$ cat src/common/rv_isa_pkg.sv
package rv_isa_pkg;

  ////////////////////////////////////////////////////////////
  // Major opcodes of the kept RV32I subset
  ////////////////////////////////////////////////////////////
  localparam logic [6:0] op_lui    = 7'b0110111;
  localparam logic [6:0] op_auipc  = 7'b0010111;
  localparam logic [6:0] op_jal    = 7'b1101111;
  localparam logic [6:0] op_jalr   = 7'b1100111;
  localparam logic [6:0] op_branch = 7'b1100011;
  localparam logic [6:0] op_load   = 7'b0000011;
  localparam logic [6:0] op_store  = 7'b0100011;
  localparam logic [6:0] op_imm    = 7'b0010011;
  localparam logic [6:0] op_op     = 7'b0110011;
  localparam logic [6:0] op_system = 7'b1110011;

  // Branch conditions in funct3
  localparam logic [2:0] f3_beq  = 3'b000;
  localparam logic [2:0] f3_bne  = 3'b001;
  localparam logic [2:0] f3_blt  = 3'b100;
  localparam logic [2:0] f3_bge  = 3'b101;
  localparam logic [2:0] f3_bltu = 3'b110;
  localparam logic [2:0] f3_bgeu = 3'b111;

  ////////////////////////////////////////////////////////////
  // Instruction formats, one view each of the same word
  ////////////////////////////////////////////////////////////
  typedef struct packed {
    logic [6:0] funct7;
    logic [4:0] rs2;
    logic [4:0] rs1;
    logic [2:0] funct3;
    logic [4:0] rd;
    logic [6:0] opcode;
  } fmt_r_t;

  typedef struct packed {
    logic [11:0] imm_11_0;
    logic [4:0]  rs1;
    logic [2:0]  funct3;
    logic [4:0]  rd;
    logic [6:0]  opcode;
  } fmt_i_t;

  typedef struct packed {
    logic [6:0] imm_11_5;
    logic [4:0] rs2;
    logic [4:0] rs1;
    logic [2:0] funct3;
    logic [4:0] imm_4_0;
    logic [6:0] opcode;
  } fmt_s_t;

  // Scrambled branch offset, bit 0 implied zero
  typedef struct packed {
    logic       imm_12;
    logic [5:0] imm_10_5;
    logic [4:0] rs2;
    logic [4:0] rs1;
    logic [2:0] funct3;
    logic [3:0] imm_4_1;
    logic       imm_11;
    logic [6:0] opcode;
  } fmt_b_t;

  typedef struct packed {
    logic [19:0] imm_31_12;
    logic [4:0]  rd;
    logic [6:0]  opcode;
  } fmt_u_t;

  typedef struct packed {
    logic       imm_20;
    logic [9:0] imm_10_1;
    logic       imm_11;
    logic [7:0] imm_19_12;
    logic [4:0] rd;
    logic [6:0] opcode;
  } fmt_j_t;

  typedef union packed {
    fmt_r_t r;
    fmt_i_t i;
    fmt_s_t s;
    fmt_b_t b;
    fmt_u_t u;
    fmt_j_t j;
  } instr_u;

  // Operation for the execute stage ALU
  typedef enum logic [3:0] {
    alu_add,
    alu_sub,
    alu_sll,
    alu_slt,
    alu_sltu,
    alu_xor,
    alu_srl,
    alu_sra,
    alu_or,
    alu_and,
    alu_pass_b
  } alu_op_e;

endpackage

$ cat src/common/pipe_pkg.sv
package pipe_pkg;

  ////////////////////////////////////////////////////////////
  // Fetch side
  ////////////////////////////////////////////////////////////

  // One fetched word with its address
  typedef struct packed {
    logic [31:0]         pc;
    rv_isa_pkg::instr_u  ins;
  } fetch_entry_t;

  // Taken branch or jump, back to fetch
  typedef struct packed {
    logic        taken;
    logic [31:0] target;
  } redirect_t;

  ////////////////////////////////////////////////////////////
  // Decode output and writeback
  ////////////////////////////////////////////////////////////
  typedef struct packed {
    rv_isa_pkg::alu_op_e alu_op;
    logic                alusrc;
    logic                regwrite;
    logic                memread;
    logic                memwrite;
    logic                branch;
    logic                jal;
    logic                jalr;
    logic                lui;
    logic                auipc;
    logic                ecall;
    logic                illegal;
  } ctrl_t;

  typedef struct packed {
    logic [31:0] pc;
    logic [4:0]  rs1;
    logic [4:0]  rs2;
    logic [4:0]  rd;
    logic [31:0] rs1_val;
    logic [31:0] rs2_val;
    logic [31:0] imm;
    ctrl_t       ctrl;
  } id_ex_t;

  // Register write from the later stages
  typedef struct packed {
    logic        en;
    logic [4:0]  rd;
    logic [31:0] data;
  } wb_t;

endpackage

$ cat src/decode/decode_stage.sv
`timescale 1ns/1ps

module decode_stage (
  input  logic                   bus,
  input  logic                   arst_n,
  input  pipe_pkg::fetch_entry_t head,
  input  logic                   empty,
  input  logic                   ex_hold,
  input  pipe_pkg::wb_t          wb,
  output logic                   pop,
  output pipe_pkg::redirect_t    redirect,
  output pipe_pkg::id_ex_t       id_ex,
  output logic                   id_ex_valid
);

  import rv_isa_pkg::*;
  import pipe_pkg::*;

  instr_u      ins;
  logic [31:0] imm;
  ctrl_t       ctrl;
  logic [31:0] rs1_val;
  logic [31:0] rs2_val;
  logic        cond;

  // Register-register and register-immediate share the funct3 map
  function automatic alu_op_e alu_sel(input logic [2:0] f3, input logic alt);
    case (f3)
      3'b000:  return alt ? alu_sub : alu_add;
      3'b001:  return alu_sll;
      3'b010:  return alu_slt;
      3'b011:  return alu_sltu;
      3'b100:  return alu_xor;
      3'b101:  return alt ? alu_sra : alu_srl;
      3'b110:  return alu_or;
      default: return alu_and;
    endcase
  endfunction

  assign ins = head.ins;
  assign pop = !empty && !ex_hold;

  reg_file i_reg_file (
    .bus     (bus),
    .arst_n  (arst_n),
    .rs1     (ins.r.rs1),
    .rs2     (ins.r.rs2),
    .rs1_val (rs1_val),
    .rs2_val (rs2_val),
    .wb      (wb)
  );

  ////////////////////////////////////////////////////////////
  // Immediate and control
  ////////////////////////////////////////////////////////////
  always_comb begin
    case (ins.r.opcode)
      op_lui, op_auipc: imm = {ins.u.imm_31_12, 12'h000};
      op_jal: imm = {{11{ins.j.imm_20}}, ins.j.imm_20, ins.j.imm_19_12,
                     ins.j.imm_11, ins.j.imm_10_1, 1'b0};
      op_branch: imm = {{19{ins.b.imm_12}}, ins.b.imm_12, ins.b.imm_11,
                        ins.b.imm_10_5, ins.b.imm_4_1, 1'b0};
      op_store: imm = {{20{ins.s.imm_11_5[6]}}, ins.s.imm_11_5, ins.s.imm_4_0};
      op_op: imm = '0;
      default: imm = {{20{ins.i.imm_11_0[11]}}, ins.i.imm_11_0};
    endcase
  end

  always_comb begin
    ctrl = '0;
    ctrl.alu_op = alu_add;
    case (ins.r.opcode)
      op_lui: begin
        ctrl.alu_op   = alu_pass_b;
        ctrl.alusrc   = 1'b1;
        ctrl.regwrite = 1'b1;
        ctrl.lui      = 1'b1;
      end
      op_auipc: begin
        ctrl.alusrc   = 1'b1;
        ctrl.regwrite = 1'b1;
        ctrl.auipc    = 1'b1;
      end
      op_jal: begin
        ctrl.regwrite = 1'b1;
        ctrl.jal      = 1'b1;
      end
      op_jalr: begin
        ctrl.alusrc   = 1'b1;
        ctrl.regwrite = 1'b1;
        ctrl.jalr     = 1'b1;
      end
      op_branch: begin
        ctrl.alu_op = alu_sub;
        ctrl.branch = 1'b1;
      end
      op_load: begin
        ctrl.alusrc   = 1'b1;
        ctrl.regwrite = 1'b1;
        ctrl.memread  = 1'b1;
      end
      op_store: begin
        ctrl.alusrc   = 1'b1;
        ctrl.memwrite = 1'b1;
      end
      op_imm: begin
        // Only srai uses bit 30, addi has no subtract form
        ctrl.alu_op   = alu_sel(ins.r.funct3, ins.r.funct7[5] && ins.r.funct3 == 3'b101);
        ctrl.alusrc   = 1'b1;
        ctrl.regwrite = 1'b1;
      end
      op_op: begin
        ctrl.alu_op   = alu_sel(ins.r.funct3, ins.r.funct7[5]);
        ctrl.regwrite = 1'b1;
      end
      op_system: ctrl.ecall = (ins == 32'h0000_0073);
      default: ctrl.illegal = 1'b1;
    endcase
  end

  ////////////////////////////////////////////////////////////
  // Branch decision and redirect
  ////////////////////////////////////////////////////////////
  always_comb begin
    case (ins.b.funct3)
      f3_beq:  cond = (rs1_val == rs2_val);
      f3_bne:  cond = (rs1_val != rs2_val);
      f3_blt:  cond = ($signed(rs1_val) < $signed(rs2_val));
      f3_bge:  cond = ($signed(rs1_val) >= $signed(rs2_val));
      f3_bltu: cond = (rs1_val < rs2_val);
      f3_bgeu: cond = (rs1_val >= rs2_val);
      default: cond = 1'b0;
    endcase
  end

  assign redirect.taken  = pop && (ctrl.jal || ctrl.jalr || (ctrl.branch && cond));
  assign redirect.target = ctrl.jalr ? ((rs1_val + imm) & ~32'h1) : (head.pc + imm);

  ////////////////////////////////////////////////////////////
  // ID/EX register
  ////////////////////////////////////////////////////////////
  always_ff @(posedge bus or negedge arst_n) begin
    if (!arst_n) begin
      id_ex_valid <= 1'b0;
    end else begin
      id_ex_valid <= pop;
    end
  end

  // Contents hold between packets
  always_ff @(posedge bus) begin
    if (pop) begin
      id_ex.pc      <= head.pc;
      id_ex.rs1     <= ins.r.rs1;
      id_ex.rs2     <= ins.r.rs2;
      id_ex.rd      <= ins.r.rd;
      id_ex.rs1_val <= rs1_val;
      id_ex.rs2_val <= rs2_val;
      id_ex.imm     <= imm;
      id_ex.ctrl    <= ctrl;
    end
  end

endmodule

$ cat src/decode/reg_file.sv
`timescale 1ns/1ps

module reg_file (
  input  logic          bus,
  input  logic          arst_n,
  input  logic [4:0]    rs1,
  input  logic [4:0]    rs2,
  output logic [31:0]   rs1_val,
  output logic [31:0]   rs2_val,
  input  pipe_pkg::wb_t wb
);

  import pipe_pkg::*;

  // x1 to x31, x0 has no storage
  logic [31:0] regs [1:31];

  // Same-cycle write is forwarded to the reader
  function automatic logic [31:0] read_reg(input logic [4:0] rs);
    if (rs == 5'd0) begin
      return '0;
    end
    if (wb.en && wb.rd == rs) begin
      return wb.data;
    end
    return regs[rs];
  endfunction

  always_ff @(posedge bus or negedge arst_n) begin
    if (!arst_n) begin
      for (int i = 1; i < 32; i++) begin
        regs[i] <= '0;
      end
    end else if (wb.en && wb.rd != 5'd0) begin
      regs[wb.rd] <= wb.data;
    end
  end

  assign rs1_val = read_reg(rs1);
  assign rs2_val = read_reg(rs2);

endmodule

$ cat src/fetch/fetch_buffer.sv
`timescale 1ns/1ps

module fetch_buffer #(
  parameter int buf_depth = 4
) (
  input  logic                   bus,
  input  logic                   arst_n,
  input  logic                   push,
  input  pipe_pkg::fetch_entry_t entry,
  input  logic                   pop,
  input  logic                   flush,
  output pipe_pkg::fetch_entry_t head,
  output logic                   empty,
  output logic                   full
);

  import pipe_pkg::*;

  localparam int ptr_w = (buf_depth > 1) ? $clog2(buf_depth) : 1;
  localparam int cnt_w = $clog2(buf_depth + 1);

  fetch_entry_t     mem [buf_depth];
  logic [ptr_w-1:0] wr_ptr;
  logic [ptr_w-1:0] rd_ptr;
  logic [cnt_w-1:0] count;
  logic             wr_en;
  logic             rd_en;

  // Wraps at buf_depth, which need not be a power of two
  function automatic logic [ptr_w-1:0] next_ptr(input logic [ptr_w-1:0] p);
    if (p == ptr_w'(buf_depth - 1)) begin
      return '0;
    end
    return p + 1'b1;
  endfunction

  assign wr_en = push && !full && !flush;
  assign rd_en = pop && !empty;

  ////////////////////////////////////////////////////////////
  // Pointers and occupancy
  ////////////////////////////////////////////////////////////
  always_ff @(posedge bus or negedge arst_n) begin
    if (!arst_n) begin
      wr_ptr <= '0;
      rd_ptr <= '0;
      count  <= '0;
    end else if (flush) begin
      wr_ptr <= '0;
      rd_ptr <= '0;
      count  <= '0;
    end else begin
      if (wr_en) begin
        wr_ptr <= next_ptr(wr_ptr);
      end
      if (rd_en) begin
        rd_ptr <= next_ptr(rd_ptr);
      end
      if (wr_en && !rd_en) begin
        count <= count + 1'b1;
      end else if (rd_en && !wr_en) begin
        count <= count - 1'b1;
      end
    end
  end

  always_ff @(posedge bus) begin
    if (wr_en) begin
      mem[wr_ptr] <= entry;
    end
  end

  assign head  = mem[rd_ptr];
  assign empty = (count == '0);
  assign full  = (count == cnt_w'(buf_depth));

endmodule

$ cat src/fetch/fetch_stage.sv
`timescale 1ns/1ps

module fetch_stage #(
  parameter logic [31:0] reset_pc = 32'h0000_0000
) (
  input  logic                   bus,
  input  logic                   arst_n,
  output logic [31:0]            imem_addr,
  input  logic [31:0]            imem_data,
  input  logic                   full,
  input  pipe_pkg::redirect_t    redirect,
  output logic                   push,
  output pipe_pkg::fetch_entry_t entry
);

  import pipe_pkg::*;

  logic [31:0] pc;
  logic        run;

  // Fetch starts one cycle after reset is released
  always_ff @(posedge bus or negedge arst_n) begin
    if (!arst_n) begin
      run <= 1'b0;
    end else begin
      run <= 1'b1;
    end
  end

  ////////////////////////////////////////////////////////////
  // Program counter
  ////////////////////////////////////////////////////////////
  always_ff @(posedge bus or negedge arst_n) begin
    if (!arst_n) begin
      pc <= reset_pc;
    end else if (redirect.taken) begin
      pc <= redirect.target;
    end else if (push) begin
      pc <= pc + 32'd4;
    end
  end

  // Stall on a full buffer, drop the word of a redirect cycle
  assign push = run && !full && !redirect.taken;

  // Memory answers in the same cycle
  assign imem_addr = pc;
  assign entry.pc  = pc;
  assign entry.ins = imem_data;

endmodule

$ cat src/verilog/rv_front_top.sv
`timescale 1ns/1ps

module rv_front_top #(
  parameter int          buf_depth = 4,
  parameter logic [31:0] reset_pc  = 32'h0000_0000
) (
  input  logic             bus,
  input  logic             arst_n,
  output logic [31:0]      imem_addr,
  input  logic [31:0]      imem_data,
  input  pipe_pkg::wb_t    wb,
  input  logic             ex_hold,
  output pipe_pkg::id_ex_t id_ex,
  output logic             id_ex_valid
);

  import pipe_pkg::*;

  logic         push;
  logic         full;
  logic         empty;
  logic         pop;
  fetch_entry_t entry;
  fetch_entry_t head;
  redirect_t    redirect;

  fetch_stage #(
    .reset_pc (reset_pc)
  ) i_fetch_stage (
    .bus       (bus),
    .arst_n    (arst_n),
    .imem_addr (imem_addr),
    .imem_data (imem_data),
    .full      (full),
    .redirect  (redirect),
    .push      (push),
    .entry     (entry)
  );

  // A taken redirect empties the buffer of younger words
  fetch_buffer #(
    .buf_depth (buf_depth)
  ) i_fetch_buffer (
    .bus    (bus),
    .arst_n (arst_n),
    .push   (push),
    .entry  (entry),
    .pop    (pop),
    .flush  (redirect.taken),
    .head   (head),
    .empty  (empty),
    .full   (full)
  );

  decode_stage i_decode_stage (
    .bus         (bus),
    .arst_n      (arst_n),
    .head        (head),
    .empty       (empty),
    .ex_hold     (ex_hold),
    .wb          (wb),
    .pop         (pop),
    .redirect    (redirect),
    .id_ex       (id_ex),
    .id_ex_valid (id_ex_valid)
  );

endmodule
$ cat config.mk
export PLATFORM = sky130hd
export DESIGN_NAME = rv_front_top
export DESIGN_NICKNAME = d
export VERILOG_FILES = /design/src/common/rv_isa_pkg.sv /design/src/common/pipe_pkg.sv /design/src/decode/decode_stage.sv /design/src/decode/reg_file.sv /design/src/fetch/fetch_buffer.sv /design/src/fetch/fetch_stage.sv /design/src/verilog/rv_front_top.sv
export SDC_FILE = /design/constraint.sdc
export NUM_CORES = 2
export LEC_CHECK = 0
export BUFFER_PORTS_ARGS = -buffer_cell sky130_fd_sc_hd__buf_2
export CAP_MARGIN = 5
export CELL_PAD_IN_SITES_DETAIL_PLACEMENT = 1
export CELL_PAD_IN_SITES_GLOBAL_PLACEMENT = 1
export CORE_UTILIZATION = 25
export DETAILED_ROUTE_END_ITERATION = 16
export PLACE_DENSITY_LB_ADDON = 0.1
export SLEW_MARGIN = 25
export SYNTH_ARGS = -nofsm -noshare
export SYNTH_HDL_FRONTEND = slang
export SYNTH_HIERARCHICAL = 1
export SYNTH_SLANG_ARGS = --single-unit
$ cat constraint.sdc
create_clock -name bus -period 10.07 [get_ports bus]
set_clock_uncertainty 0.15 [all_clocks]
set_input_delay 1.007 -clock bus [delete_from_list [all_inputs] [get_ports bus]]
set_output_delay 1.007 -clock bus [all_outputs]
set_load 0.005 [all_outputs]
### Word level (Yosys, flattened, before mapping)

Memory sizes are Yosys's and may differ from the RTL's.
Cells that the tools add are included.

| cells by class | value |
|---|---|
| $add $sub $neg | 7 |
| multiply operators | 0 |
| div/mod/pow operators | 0 |
| magnitude comparators | 8 |
| equal/unequal tests | 25 |
| shift-type cells | 0 |
| mux-type cells | 64 |
| bitwise operators | 3 |
| reduce and logical (&&, ||, !) cells | 36 |

Operator list:

| kind | number |
|---|---|
| 992-bit bitwise mux | 1 |
| 32-bit 2-to-1 mux | 16 |
| 32-bit binary-select mux with 5-bit select | 2 |
| 32-bit demux with 5-bit select | 1 |
| 32-bit one-hot mux with 5 select lines | 1 |
| 32-bit adder | 2 |
| 32-bit >= comparator | 2 |
| 32-bit < comparator | 2 |
| 4-bit one-hot mux with 7 select lines | 2 |
| 32-bit by 3-bit adder with 32-bit output (second input constant) | 1 |
| 32-bit == test | 1 |
| 32-bit by 7-bit == test with 1-bit output (second input constant) | 1 |
| 32-bit != test | 1 |
| 7-bit == test (second input constant) | 4 |
| 1-bit 2-to-1 mux | 28 |
| 7-bit by 6-bit == test with 1-bit output (second input constant) | 3 |
| 6-bit >= comparator (second input constant) | 3 |
| 5-bit NOT with 6-bit output | 3 |
| 2-bit 2-to-1 mux | 8 |
| 4-bit one-hot mux with 4 select lines | 1 |
| 3-bit == test (second input constant) | 5 |
| 1-bit logical AND | 15 |
| 7-bit by 5-bit == test with 1-bit output (second input constant) | 2 |
| 5-bit == test | 2 |
| 21 further kinds | 36 |

| storage, ports and cells | value |
|---|---|
| register bits after elaboration | 1,191 |
| latch bits | 0 |
| memory bits (writable) | 256 |
| bits in read-only memories | 0 |
| output and inout bits | 191 |
| logic and storage cells | 200 |
| memories | 1 |

Memories:

| name | words | width | read ports | clocked after memory_dff | write ports | line | source |
|---|---|---|---|---|---|---|---|
| i_fetch_buffer.mem | 4 | 64 | 1 | 0 | 1 | fetch_buffer.sv:22 | `fetch_entry_t mem [buf_depth];` |

### Logic depth before layout (Yosys ltp)

An unclocked memory read counts as a cell.

| depth | value |
|---|---|
| depth after elaboration | 21 |
| depth in mapped cells | 35 |
| gate-level depth less buffers | 27 |

### Modules after synthesis

The synthesis kept the hierarchy.

Modules (own cells, without submodules):

| module | times used | cells an instance | area each (µm²) | seq. area each (µm²) |
|---|---|---|---|---|
| reg_file | 1 | 3,678 | 53,596.4 | 24,823.8 |
| fetch_buffer | 1 | 395 | 9,810.7 | 7,862.5 |
| decode_stage | 1 | 891 | 9,635.5 | 4,769.6 |
| fetch_stage | 1 | 273 | 2,326.0 | 825.8 |

### Worst setup path before layout

OpenSTA, ideal clock, no wires.

| path | value |
|---|---|
| path kind | input-to-reg |
| start | input ex_hold |
| end | memory i_fetch_buffer/mem[0][0] in the netlist's numbering (enable) |
| data arrival time | 10.675 ns |
| slack | -1.301 ns |
| cell stages on the path | 12 |
| cells stage by stage | nor2_1 > nand3_1 > a211oi_1 > a221oi_1 > o21ai_0 > clkbuf_1 > inv_1 > clkbuf_1 > and2_1 > inv_2 > nor3_1 > and2_1 |

RTL lines:

| what | line | source |
|---|---|---|
| from (decl) | rv_front_top.sv:12 | `input logic ex_hold,` |
| to (decl) | fetch_buffer.sv:22 |  |

==> flow_metrics.tcl <==
set metrics [dict create \
    synthArstFlopShare 0.7139 \
    portBuffers 263 \
    synth_top_cell_by_area "dfrtp_1" \
    path_common_cell "buf_4" \
    crit-reg2reg-launch "i_fetch_buffer/rd_ptr[0]" \
    die-area_um2 303700 \
    dp_hpwl_um 208400 \
    dpl_cell_area_um2 81470 \
    crit_path_max_fanout 24 \
    yosys-top-cells-count "1,033 x dfrtp_1, 971 x mux2_2, 490 x mux4_2" \
    ir_worst_vdd_v 0.0001984 \
    cts-htree-levels 4 \
    fmax_mhz 106.9 \
    status "finished clean" \
    syn_nets 5412 \
    clkSinkCount 1447 \
    antenna_found_initial 41 \
    hp-start "imem_data[13]" \
    clock_path_buffers 4 \
    globalRouteOverflowTotal 0 \
    drive_gt1_frac 0.4161 \
    p_leak_nw 35.23 \
    die_h_um 551.1 \
    yosysTopAreaCellShare 0.3430 \
    insertion_delay_ns 0.88 \
    cp-startpoint "i_fetch_buffer/rd_ptr[0]" \
    syn_inst 5237 \
    grt_max_degree 147 \
    vias_per_cell 5.204 \
    slowest_delay_ns 0.98 \
    power.total_w 0.03385 \
    grt_pass1_wl_um 437900 \
    nets 5584 \
    fin_area_um2 87470 \
    setup_tns_ns 0 \
    initial_utilization 0.2514 \
    post-cts-setup-buffers 0 \
    ys.flop_type "dfrtp_1" \
    hold_violations 0 \
    remaining_drc_errors 0 \
    globalplace.congestion 0.8027 \
    pin_count 264 \
    timing_worst_slew_pin_value_ns 1.168 \
    start_kind "flip-flop" \
    yosysUniqueCellTypes 88 \
    cts.clk_slew.worst_paths_ns 0.06 \
    die_w_um 551.1 \
    wire_per_inst_um 32.80 \
    cts_tree "yes" \
    ant_nets 0 \
    drv_cap 0 \
    power_density_nw_per_um2 387.0 \
    hp-class "primary input to flip-flop" \
    dr_total_vias 49510 \
    setup.worst_path.end_class "flip-flop" \
    drv_slew 0 \
    finalNonFillerCells 9513 \
    grt_pass1_vias 52460 \
    core_um2 299800 \
    min_period_ns 9.355 \
    synth-seq-cells 1447 \
    cpMaxStageDelayCell "mux4_4" \
    drt_first_iter_violations 3636 \
    cp.arrival_ns 9.99 \
    relSlewSlack 0.2211 \
    ys_warn_count 6 \
    wirelength_um 312000 \
    yosysMostFrequentCell "dfrtp_1" \
    cts_made_buffers 189 \
    dr.pass1.iters 5 \
    crit_type "flip-flop to flip-flop" \
    synth_area_um2 75370 \
    ys_top_cells_by_area "dfrtp_1 34%, edfxtp_1 16%, mux4_2 15%, mux2_2 15%, ha_1 1.6%" \
    place_inst 9175 \
    cts_root_buf "clkbuf_16" \
    cp.required_ns 10.71 \
    rows 201 \
    setup_violations 0 \
    seq_area_frac_synth 0.5079 \
    syn_avg_cell_area_um2 14.39 \
    track_usage 0.2043 \
    synth_edf_count 414 \
    area_growth_pct 16.06 \
    fin_crit_sh 0.9290 \
    rsz0062_at_grt "false" \
    holdWs_ns 0.2084 \
]
worst paths after layout:
kind | end | cells after the start | slack (ns)
worst min-delay path | i_fetch_buffer/mem[0][13] | 1 | 0.21
worst max register to register | i_fetch_buffer/count[2] | 30 | 0.71
worst max-delay path | i_fetch_buffer/count[2] | 30 | 0.71
worst min register to register | i_decode_stage/i_reg_file/regs[357] | 1 | 0.36
min in group asynchronous | i_decode_stage/i_reg_file/regs[566] | 2 | 0.57
max in group asynchronous | i_decode_stage/i_reg_file/regs[389] | 4 | 6.99
what timing repair did:
item | CTS | global route
endpoints found under the setup margin | 0 | 1
gates resized for setup | 0 | 1
endpoints found under the hold margin | 52 | 0
hold buffers | 1 | 0
critical path, delay by kind of cell, from the launching register on:
family                     cells  cell delay, ns
AOI/OAI and AO/OA             12            3.30
buffers and inverters          7            1.44
and+or+nand+nor                6            1.43
muxes                          2            1.39
DFF                            1            0.65
adders and majority gates      2            0.51
xor gates and xnor gates       1            0.29
per-layer routing:
metal / track usage / up-vias / part of all wire
met4: 0.05225 / 10 / 0.026
li1: - / 20640 / -
met2: 0.3259 / 1140 / 0.46
met5: 0 / - / 0.00023
met1: 0.2931 / 27340 / 0.47
met3: 0.02333 / 380 / 0.035
flip-flops by register name, indices dropped and copies added, names as in the netlist:
signal	cells
i_decode_stage/i_reg_file/regs	992
i_fetch_buffer/mem	256
i_decode_stage/id_ex	158
i_fetch_stage/imem_addr	32
i_fetch_buffer/count	3
i_fetch_buffer/rd_ptr	2
i_fetch_buffer/wr_ptr	2
i_decode_stage/id_ex_valid	1
i_fetch_stage/run	1
through the flow:
stage                     utilization  worst slack, ns
after floorplan                     -            1.461
after global placement         0.2717           0.3802
after detailed placement       0.2718           0.4438
after CTS                      0.2917           0.3994
after global routing           0.2918           0.1547
final                          0.2918           0.7149
cell usage in the layout (no fill, tap or decap), types with 48 or more instances in the layout:
cell	n
nand3_1	52
a22oi_1	125
edfxtp_1	414
a221oi_1	62
inv_1	69
buf_4	208
mux4_2	483
nand2_1	149
ha_1	99
buf_2	262
clkbuf_1	50
clkbuf_16	191
mux2i_1	80
xnor2_1	48
o21ai_0	79
dfrtp_1	1031
nor3_1	86
a21oi_1	103
a211oi_1	74
nor2_1	138
mux2_2	971
mux2_1	91
nor2b_1	70
power breakdown:
| part | switching [W] | internal [W] | leakage (nW) | total [W] |
|---|---|---|---|---|
| logic | 0.0110 | 0.00722 | 15.2 | 0.0183 |
| clock network | 0.00276 | 0.00394 | 2.92 | 0.00669 |
| registers | 0.00111 | 0.00777 | 17.1 | 0.00888 |
logic make-up after synthesis:
family          count (synthesis)  share of synthesized area
mux                          1632                     0.3157
flops                        1447                     0.5079
simple gates                  720                    0.04907
compound gates                668                    0.06293
buf+inv                       593                    0.03846
fa+ha+maj                     102                    0.01723
xor+xnor                       74                   0.008599
other cells                     1                 0.00004976
layout make-up:
cell class	instances	area, um2
fillers	31670	212300
flip-flops and latches	1447	38290
multi-input cells	3197	34480
clock buffers	273	5408
well taps	3958	4952
repair buffers	502	3490
clock inverters	56	556.8
inverters	72	270.3
diodes	8	20.02
Power figures use the tool's default switching activity.
